[src/logic/divsqrt_macros.svh]
`ifndef DIVSQRT_MACROS_SVH
`define DIVSQRT_MACROS_SVH

// Operand and result width
`define DIVSQRT_DATA_W 16

// Tag width, the tag returns unchanged with its result
`define DIVSQRT_TAG_W 4

// One root bit per step over two radicand bits
`define DIVSQRT_ROOT_STEPS (`DIVSQRT_DATA_W / 2)

`endif

[src/logic/divsqrt_pkg.sv]
package divsqrt_pkg;

  // --------------------
  // Opcodes
  // --------------------
  // Anything that is not a divide runs a square root
  typedef enum logic {
    OP_DIV  = 1'b0,
    OP_SQRT = 1'b1
  } divsqrt_op_e;

  // --------------------
  // FSM states
  // --------------------
  // Control FSM between request side and engine
  typedef enum logic [1:0] {
    ST_IDLE = 2'd0,
    ST_BUSY = 2'd1,
    ST_HOLD = 2'd2
  } ctrl_state_e;

  // Iterative engine
  typedef enum logic [1:0] {
    IT_IDLE = 2'd0,
    IT_DIV  = 2'd1,
    IT_SQRT = 2'd2
  } iter_state_e;

endpackage

[src/logic/divsqrt_if.sv]
`timescale 1ns/1ps
`include "divsqrt_macros.svh"

// Registered request from input stage to control
interface divsqrt_req_if;
  logic                       valid;
  logic                       ready;
  divsqrt_pkg::divsqrt_op_e   op;
  logic [`DIVSQRT_DATA_W-1:0] opa;
  logic [`DIVSQRT_DATA_W-1:0] opb;
  logic [`DIVSQRT_TAG_W-1:0]  tag;

  // Input stage side
  modport producer (output valid, op, opa, opb, tag, input ready);
  // Control side
  modport consumer (input valid, op, opa, opb, tag, output ready);
endinterface

// Start and completion signalling between control and engine
interface divsqrt_unit_if;
  // Control to engine
  logic                       start_div;
  logic                       start_sqrt;
  logic [`DIVSQRT_DATA_W-1:0] opa;
  logic [`DIVSQRT_DATA_W-1:0] opb;
  logic                       kill;
  // Engine to control
  logic [`DIVSQRT_DATA_W-1:0] result;
  logic                       dz;
  logic                       unit_ready;
  logic                       done;

  modport master (
    output start_div, start_sqrt, opa, opb, kill,
    input  result, dz, unit_ready, done
  );
  modport engine (
    input  start_div, start_sqrt, opa, opb, kill,
    output result, dz, unit_ready, done
  );
endinterface

[src/logic/divsqrt_ctrl.sv]
`timescale 1ns/1ps
`include "divsqrt_macros.svh"

module divsqrt_ctrl (
  input  logic                       clk_i,
  input  logic                       rst_n_i,
  input  logic                       flush_i,
  // Request from input stage
  divsqrt_req_if.consumer            req,
  // Engine
  divsqrt_unit_if.master             unit,
  // Downstream handshake
  output logic                       out_valid_o,
  input  logic                       out_ready_i,
  output logic [`DIVSQRT_DATA_W-1:0] result_o,
  output logic                       dz_o,
  output logic [`DIVSQRT_TAG_W-1:0]  tag_o,
  // Work pending anywhere in the unit
  output logic                       busy_o
);
  import divsqrt_pkg::*;

  ctrl_state_e                state_q, state_d;
  logic                       fsm_ready;
  logic                       out_valid;
  logic                       op_start;
  logic                       hold_en;
  logic [`DIVSQRT_TAG_W-1:0]  tag_q;
  logic [`DIVSQRT_DATA_W-1:0] held_result_q;
  logic                       held_dz_q;

  // --------------------
  // Start gating
  // --------------------
  // Engine must be idle before a request is taken
  assign req.ready = fsm_ready & unit.unit_ready;
  assign op_start  = req.valid & req.ready & ~flush_i;

  assign unit.start_div  = op_start & (req.op == OP_DIV);
  // Unknown opcodes fall into the square root
  assign unit.start_sqrt = op_start & (req.op != OP_DIV);
  assign unit.opa        = req.opa;
  assign unit.opb        = req.opb;
  assign unit.kill       = flush_i;

  // --------------------
  // Control FSM
  // --------------------
  // Ready and valid decode from the current state
  always_comb begin : fsm_out
    fsm_ready = 1'b0;
    out_valid = 1'b0;
    unique case (state_q)
      ST_IDLE: fsm_ready = 1'b1;
      ST_BUSY: begin
        if (unit.done) begin
          out_valid = 1'b1;
          // Slot frees up only if the result leaves now
          fsm_ready = out_ready_i;
        end
      end
      ST_HOLD: begin
        out_valid = 1'b1;
        fsm_ready = out_ready_i;
      end
      default: fsm_ready = 1'b0;
    endcase
  end

  always_comb begin : fsm_next
    state_d = state_q;
    unique case (state_q)
      ST_IDLE: begin
        if (op_start) state_d = ST_BUSY;
      end
      ST_BUSY: begin
        if (unit.done) begin
          if (!out_ready_i) state_d = ST_HOLD;
          else if (op_start) state_d = ST_BUSY;
          else state_d = ST_IDLE;
        end
      end
      ST_HOLD: begin
        if (out_ready_i) state_d = op_start ? ST_BUSY : ST_IDLE;
      end
      default: state_d = ST_IDLE;
    endcase
    // Flush wins over everything
    if (flush_i) state_d = ST_IDLE;
  end

  always_ff @(posedge clk_i) begin
    if (!rst_n_i) begin
      state_q <= ST_IDLE;
    end else begin
      state_q <= state_d;
    end
  end

  // --------------------
  // Tag and hold register
  // --------------------
  // Tag follows the operation from its start
  always_ff @(posedge clk_i) begin
    if (op_start) tag_q <= req.tag;
  end

  // Park the result when downstream stalls in the done cycle
  assign hold_en = (state_q == ST_BUSY) & unit.done & ~out_ready_i;

  always_ff @(posedge clk_i) begin
    if (hold_en) begin
      held_result_q <= unit.result;
      held_dz_q     <= unit.dz;
    end
  end

  // Output select
  assign out_valid_o = out_valid & ~flush_i;
  assign result_o    = (state_q == ST_HOLD) ? held_result_q : unit.result;
  assign dz_o        = (state_q == ST_HOLD) ? held_dz_q : unit.dz;
  assign tag_o       = tag_q;
  assign busy_o      = req.valid | (state_q != ST_IDLE);

endmodule

[src/logic/divsqrt_inp_stage.sv]
`timescale 1ns/1ps
`include "divsqrt_macros.svh"

module divsqrt_inp_stage (
  input  logic                       clk_i,
  input  logic                       rst_n_i,
  input  logic                       flush_i,
  // Upstream handshake
  input  logic                       in_valid_i,
  output logic                       in_ready_o,
  input  divsqrt_pkg::divsqrt_op_e   op_i,
  input  logic [`DIVSQRT_DATA_W-1:0] opa_i,
  input  logic [`DIVSQRT_DATA_W-1:0] opb_i,
  input  logic [`DIVSQRT_TAG_W-1:0]  tag_i,
  // Registered request towards control
  divsqrt_req_if.producer            req
);
  import divsqrt_pkg::*;

  logic                       valid_q;
  divsqrt_op_e                op_q;
  logic [`DIVSQRT_DATA_W-1:0] opa_q;
  logic [`DIVSQRT_DATA_W-1:0] opb_q;
  logic [`DIVSQRT_TAG_W-1:0]  tag_q;
  logic                       load;

  // Advance when downstream takes the item or the stage only holds a bubble
  assign in_ready_o = req.ready | ~valid_q;
  // Payload enable
  assign load = in_ready_o & in_valid_i;

  // Valid bit, flush kills the buffered item
  always_ff @(posedge clk_i) begin
    if (!rst_n_i) begin
      valid_q <= 1'b0;
    end else if (flush_i) begin
      valid_q <= 1'b0;
    end else if (in_ready_o) begin
      valid_q <= in_valid_i;
    end
  end

  // Payload registers
  // Stable while valid is up and downstream stalls
  always_ff @(posedge clk_i) begin
    if (load) begin
      op_q  <= op_i;
      opa_q <= opa_i;
      opb_q <= opb_i;
      tag_q <= tag_i;
    end
  end

  assign req.valid = valid_q;
  assign req.op    = op_q;
  assign req.opa   = opa_q;
  assign req.opb   = opb_q;
  assign req.tag   = tag_q;

endmodule

[src/logic/divsqrt_iter.sv]
`timescale 1ns/1ps
`include "divsqrt_macros.svh"

module divsqrt_iter (
  input  logic           clk_i,
  input  logic           rst_n_i,
  divsqrt_unit_if.engine unit
);
  import divsqrt_pkg::*;

  localparam int unsigned W     = `DIVSQRT_DATA_W;
  localparam int unsigned RS    = `DIVSQRT_ROOT_STEPS;
  localparam int unsigned CNT_W = $clog2(W);

  iter_state_e      state_q;
  logic [CNT_W-1:0] cnt_q;
  logic             last_step;
  logic             div_en, sqrt_en;
  // Remainder, quotient or radicand, divisor, root
  logic [W-1:0]     rem_q, quo_q, dvs_q;
  logic [RS-1:0]    root_q;
  logic [W-1:0]     rem_d, quo_d;
  logic [RS-1:0]    root_d;
  // Step inputs, operands while idle
  logic [W-1:0]     src_rem, src_quo, src_dvs;
  logic [RS-1:0]    src_root;
  logic [W:0]       div_sh, div_diff;
  logic             div_fit;
  logic [RS+3:0]    sq_sh, sq_trial, sq_diff;
  logic             sq_fit;

  // --------------------
  // Sequencing
  // --------------------
  // First step runs in the start cycle, done sits on the final count
  assign last_step = (state_q == IT_DIV) ? (cnt_q == CNT_W'(W - 1))
                                         : (cnt_q == CNT_W'(RS - 1));

  always_ff @(posedge clk_i) begin
    if (!rst_n_i) begin
      state_q <= IT_IDLE;
      cnt_q   <= '0;
    end else if (unit.kill) begin
      state_q <= IT_IDLE;
      cnt_q   <= '0;
    end else begin
      unique case (state_q)
        IT_IDLE: begin
          cnt_q <= '0;
          if (unit.start_div) state_q <= IT_DIV;
          else if (unit.start_sqrt) state_q <= IT_SQRT;
        end
        IT_DIV, IT_SQRT: begin
          if (last_step) begin
            state_q <= IT_IDLE;
            cnt_q   <= '0;
          end else begin
            cnt_q <= cnt_q + CNT_W'(1);
          end
        end
        default: state_q <= IT_IDLE;
      endcase
    end
  end

  assign div_en  = unit.start_div | ((state_q == IT_DIV) & ~last_step);
  assign sqrt_en = unit.start_sqrt | ((state_q == IT_SQRT) & ~last_step);

  // --------------------
  // Datapath
  // --------------------
  assign src_rem  = (state_q == IT_IDLE) ? '0 : rem_q;
  assign src_quo  = (state_q == IT_IDLE) ? unit.opa : quo_q;
  assign src_dvs  = (state_q == IT_IDLE) ? unit.opb : dvs_q;
  assign src_root = (state_q == IT_IDLE) ? '0 : root_q;

  // Restoring divide, shift in one dividend bit and try the subtract
  // Zero divisor always fits, so the quotient saturates to all ones
  assign div_sh   = {src_rem, src_quo[W-1]};
  assign div_diff = div_sh - {1'b0, src_dvs};
  assign div_fit  = div_sh >= {1'b0, src_dvs};

  // Square root, bring down two radicand bits against 4*root + 1
  assign sq_sh    = {src_rem[RS+1:0], src_quo[W-1:W-2]};
  assign sq_trial = {2'b00, src_root, 2'b01};
  assign sq_diff  = sq_sh - sq_trial;
  assign sq_fit   = sq_sh >= sq_trial;

  always_comb begin : step_next
    rem_d  = rem_q;
    quo_d  = quo_q;
    root_d = root_q;
    if (div_en) begin
      rem_d = div_fit ? div_diff[W-1:0] : div_sh[W-1:0];
      quo_d = {src_quo[W-2:0], div_fit};
    end else if (sqrt_en) begin
      // Remainder stays below 2*root + 1
      rem_d  = {{(W-RS-2){1'b0}}, (sq_fit ? sq_diff[RS+1:0] : sq_sh[RS+1:0])};
      quo_d  = {src_quo[W-3:0], 2'b00};
      root_d = {src_root[RS-2:0], sq_fit};
    end
  end

  always_ff @(posedge clk_i) begin
    rem_q  <= rem_d;
    quo_q  <= quo_d;
    root_q <= root_d;
    if (unit.start_div) dvs_q <= unit.opb;
  end

  // Outputs
  assign unit.unit_ready = (state_q == IT_IDLE);
  assign unit.done       = ((state_q == IT_DIV) | (state_q == IT_SQRT)) & last_step &
                           ~unit.kill;
  assign unit.result     = (state_q == IT_SQRT) ? {{(W-RS){1'b0}}, root_q} : quo_q;
  assign unit.dz         = (state_q == IT_DIV) & (dvs_q == '0);

endmodule

[src/logic/divsqrt_multi.sv]
`timescale 1ns/1ps
`include "divsqrt_macros.svh"

module divsqrt_multi (
  input  logic                       clk_i,
  input  logic                       rst_n_i,
  // Input handshake
  input  logic                       in_valid_i,
  output logic                       in_ready_o,
  input  divsqrt_pkg::divsqrt_op_e   op_i,
  input  logic [`DIVSQRT_DATA_W-1:0] opa_i,
  input  logic [`DIVSQRT_DATA_W-1:0] opb_i,
  input  logic [`DIVSQRT_TAG_W-1:0]  tag_i,
  // Kills everything in flight
  input  logic                       flush_i,
  // Output handshake
  output logic                       out_valid_o,
  input  logic                       out_ready_i,
  output logic [`DIVSQRT_DATA_W-1:0] result_o,
  output logic                       dz_o,
  output logic [`DIVSQRT_TAG_W-1:0]  tag_o,
  output logic                       busy_o
);

  divsqrt_req_if  req_if ();
  divsqrt_unit_if unit_if ();

  // --------------------
  // Input register stage
  // --------------------
  divsqrt_inp_stage i_inp_stage (
    .clk_i      ( clk_i      ),
    .rst_n_i    ( rst_n_i    ),
    .flush_i    ( flush_i    ),
    .in_valid_i ( in_valid_i ),
    .in_ready_o ( in_ready_o ),
    .op_i       ( op_i       ),
    .opa_i      ( opa_i      ),
    .opb_i      ( opb_i      ),
    .tag_i      ( tag_i      ),
    .req        ( req_if     )
  );

  // Control FSM with hold register
  divsqrt_ctrl i_ctrl (
    .clk_i       ( clk_i       ),
    .rst_n_i     ( rst_n_i     ),
    .flush_i     ( flush_i     ),
    .req         ( req_if      ),
    .unit        ( unit_if     ),
    .out_valid_o ( out_valid_o ),
    .out_ready_i ( out_ready_i ),
    .result_o    ( result_o    ),
    .dz_o        ( dz_o        ),
    .tag_o       ( tag_o       ),
    .busy_o      ( busy_o      )
  );

  // One operation at a time in the engine
  divsqrt_iter i_iter (
    .clk_i   ( clk_i   ),
    .rst_n_i ( rst_n_i ),
    .unit    ( unit_if )
  );

endmodule

[config.mk]
export PLATFORM = sky130hd
export DESIGN_NAME = divsqrt_multi
export DESIGN_NICKNAME = d
export VERILOG_FILES = /design/src/logic/divsqrt_pkg.sv /design/src/logic/divsqrt_if.sv /design/src/logic/divsqrt_ctrl.sv /design/src/logic/divsqrt_inp_stage.sv /design/src/logic/divsqrt_iter.sv /design/src/logic/divsqrt_multi.sv
export VERILOG_INCLUDE_DIRS = /design/src /design/src/logic
export SDC_FILE = /design/constraint.sdc
export NUM_CORES = 1
export LEC_CHECK = 0
export BUFFER_PORTS_ARGS = -buffer_cell sky130_fd_sc_hd__buf_2
export CAP_MARGIN = 20
export CORE_MARGIN = 3
export CORE_UTILIZATION = 65
export DETAILED_ROUTE_END_ITERATION = 8
export PLACE_DENSITY = 0.86
export SYNTH_ARGS = -nofsm -noshare
export SYNTH_HDL_FRONTEND = slang
export SYNTH_HIERARCHICAL = 1
export SYNTH_SLANG_ARGS = --single-unit
[constraint.sdc]
create_clock -name clk_i -period 9.25 [get_ports clk_i]
set_input_delay 0.925 -clock clk_i [delete_from_list [all_inputs] [get_ports clk_i]]
set_output_delay 0.925 -clock clk_i [all_outputs]
set_load 0.02 [all_outputs]
==> out/summary.txt <==
Status = completed
Overflow after GRT = 0
DIE HEIGHT = 111 um
Core area = 0.0105 sq mm
Total GRT Usage = 27.9%
Hold Startpoint = i_inp_stage/req.tag[0]
MaxCap Viol Count = 0
Via density = 6.61
Yosys warning total = 6
Fin. Hold Viols = 0
Post-CTS setup repair buffer count = 0
I/O Pins = 66
Reg clk slew, reported paths = 0.06 ns
Fillers = 609
CTS root buf = clkbuf_8
Mapped cell area = 0.00714 sq mm
Synthesized instance count = 581
Register area = 0.00360 sq mm
Register area share after synthesis = 50.5%
Routability cong. = 0.959
Starting Density = 67.9%
Leak = 3.26 nW
Crit path from = i_iter/state_q[1]
Critical R2R Launch = i_iter/state_q[1]
Pre-CTS setup slack = 4.98 ns
Initial antenna violation count = 0
CP Class = reg -> reg
Max-slew headroom at the worst pin = 30.8%
Max clock buf depth = 2
Post-route ant nets = 0
Share of synthesized registers carrying an async set or reset = 0%
Clk_lat worst skew = 0.52 ns
Worst Tran Pin Value = 1.04 ns
Share of cells above drive strength 1 = 25.6%
Final setup viols = 0
Number of synthesized flops with an enable pin = 114
Crit path arrival time = 4.63 ns
Layout Skew = 0.0111 ns
Post-layout min period = 4.39 ns
Routed wire length = 16,700 um
Cts bufs inserted = 17
Drt first pass iters = 5
Clock sink count = 123
CTS H-tree depth = 4
1st-iter DRT viols = 485
Final setup margin = 4.86 ns
CTS tree = yes
Largest net degree at the start of global routing = 38
Routed vias = 5,067
Multi-input logic area = 0.00310 sq mm
Syn Area/Cell = 12.3 sq um
Die width = 111 um
RSZ-0062 raised after global routing = no
Post-synth top flop = edfxtp_1
Syn Nets = 660
Antenna cells = 0
Final Max Tran Viols = 0
Crit path launch type = flop
Fin Setup TNS = 0 ns
# resized after CTS = 0
Hold buffers post-CTS = 0
Peak VDD IR = 142 uV
Layout area overhead = 11.2%
Worst Setup End Kind = flop
Drt drc = 0
Routed length per instance = 21.8 um
Hold Crit Class = reg -> reg
Nets = 696
Full die area = 0.0123 sq mm
Pwr/cell area = 189 mW/mm^2
Yosys reg bits = 123
Fmax = 228 MHz
Port Buffer Count = 65
Vias in the first global route = 5,203
Worst EP required = 9.49 ns
CP max FO = 28
Final worst-path cycle share = 47.5%
Post-synthesis cell type count = 66
# rows = 37
Inst Count DP = 734
First-pass GRT wire length = 27,000 um
Tot Pwr = 1.50 mW
Detailed Place HPWL = 11,000 um
Non-Filler Instances = 766
==> through the flow <==
step / instance area (sq um) / hold slack, ns / util [%]
after floorplan: 7140 / 0.400 / -
after global placement: 7320 / 0.404 / 69.7
after detailed placement: 7320 / 0.412 / 69.7
after CTS: 7940 / 0.427 / 75.5
after global routing: 7940 / 0.441 / 75.5
final: 7940 / 0.430 / 75.5
==> cell usage in the layout, fill, tap and decap left out, types with 9 or more instances in the layout <==
| master | synthesis | final |
|---|---|---|
| nor2_1 | 28 | 28 |
| xnor2_1 | 12 | 12 |
| nand3_1 | 15 | 15 |
| mux4_2 | 13 | 13 |
| inv_1 | 21 | 21 |
| mux2_2 | 27 | 27 |
| clkbuf_16 | 0 | 16 |
| buf_2 | 8 | 65 |
| a21oi_1 | 34 | 33 |
| mux2i_1 | 35 | 35 |
| nor2b_1 | 27 | 27 |
| edfxtp_1 | 114 | 114 |
| nand2_1 | 28 | 28 |
| o21ai_0 | 13 | 13 |
| dfxtp_1 | 9 | 9 |
| nor3_1 | 12 | 12 |
| ha_1 | 36 | 35 |
==> area by class of cell <==
type	count	share of cell area, %
flip-flops and latches	123	45.4
multi-input cells	383	39.1
clock buffers	18	5.27
repair buffers	70	4.57
clock inverters	14	2.44
well taps	136	2.14
inverters	22	1.04
==> critical path, stage by stage (launching register included) <==
cell	delay, ns
dfxtp_1	0.34
inv_1	0.12
ha_1	0.63
mux2i_1	0.67
ha_1	0.30
nor2b_1	0.08
o31ai_2	0.26
a21oi_2	0.15
a221o_1	0.41
a21oi_4	0.69
mux2i_1	0.34
mux2i_1	0.12
==> final timing paths <==
| path | to | slack (ns) | cells past startpoint |
|---|---|---|---|
| worst min register to register | i_ctrl/tag_o[0] | 0.43 | 0 |
| worst max register to register | i_iter/rem_q[6] | 4.86 | 11 |
| worst max-delay path | i_iter/rem_q[6] | 4.86 | 11 |
| worst min-delay path | i_ctrl/tag_o[0] | 0.43 | 0 |
==> synth_stat cells (2+ instances only) <==
cell      number  share of area [%]
a211oi_2       2               0.35
a21o_1         5               0.53
a21oi_1       34                2.4
a21oi_2        2               0.25
a221oi_1       2               0.25
a221oi_2       2               0.42
a22oi_1        2               0.21
a311o_1        2               0.28
a31oi_1        4               0.35
and2_1         3               0.26
and3_1         3               0.26
buf_2          8               0.56
buf_4         36                3.8
clkbuf_1       7               0.37
dfxtp_1        9                2.5
edfxtp_1     114                 48
ha_1          36                6.3
inv_1         21                1.1
mux2_2        27                4.3
mux2i_1       35                4.9
mux4_2        13                4.1
nand2_1       28                1.5
nand2b_1       8               0.70
nand3_1       15                1.1
nand4_1        3               0.26
nor2_1        28                1.5
nor2b_1       27                2.4
nor3_1        12               0.84
nor3b_1        4               0.42
nor4_1         4               0.35
o211ai_1       2               0.21
o21a_1         6               0.63
o21ai_0       13               0.91
o31ai_1        6               0.63
or2_2          4               0.35
or3_1          5               0.44
or3b_2         2               0.25
xnor2_1       12                1.5
xor2_1         8               0.98
==> power by group <==
group / leakage, nW / internal, mW / switching (mW)
Sequential: 1.14 / 0.633 / 0.0108
Clock: 0.287 / 0.439 / 0.248
Combinational: 1.83 / 0.0735 / 0.0959
==> sequential cells by signal, indices dropped and copies added (netlist names) <==
| name | cells |
|---|---|
| i_ctrl/held_dz_q | 1 |
| i_iter/root_q | 8 |
| i_ctrl/state_q | 2 |
| i_iter/quo_q | 16 |
| i_ctrl/held_result_q | 16 |
| i_inp_stage/req.opb | 16 |
| i_inp_stage/req.op | 1 |
| i_iter/rem_q | 16 |
| i_inp_stage/req.opa | 16 |
| i_iter/cnt_q | 4 |
| i_ctrl/tag_o | 4 |
| i_iter/dvs_q | 16 |
| i_inp_stage/req.tag | 4 |
| i_inp_stage/req.valid | 1 |
| i_iter/state_q | 2 |
==> per-layer routing <==
layer / routed length, um / share of wire [%] / vias to the layer above / GRT usage [%]
met5: 0 / 0 / - / 0
li1: - / - / 2223 / -
met4: 807 / 4.8 / 0 / 15.2
met3: 1210 / 7.2 / 84 / 5.57
met1: 6460 / 39 / 2444 / 35.0
met2: 8230 / 49 / 316 / 45.8
==> kinds of logic after synthesis <==
logic type / Yosys count / share of synthesized area [%]
compound gates: 92 / 8.80
xor+xnor: 20 / 2.45
fa+ha+maj: 37 / 6.59
buf+inv: 75 / 6.08
flops: 123 / 50.5
mux: 76 / 13.4
simple gates: 158 / 12.1
Power figures use the tool's default switching activity.
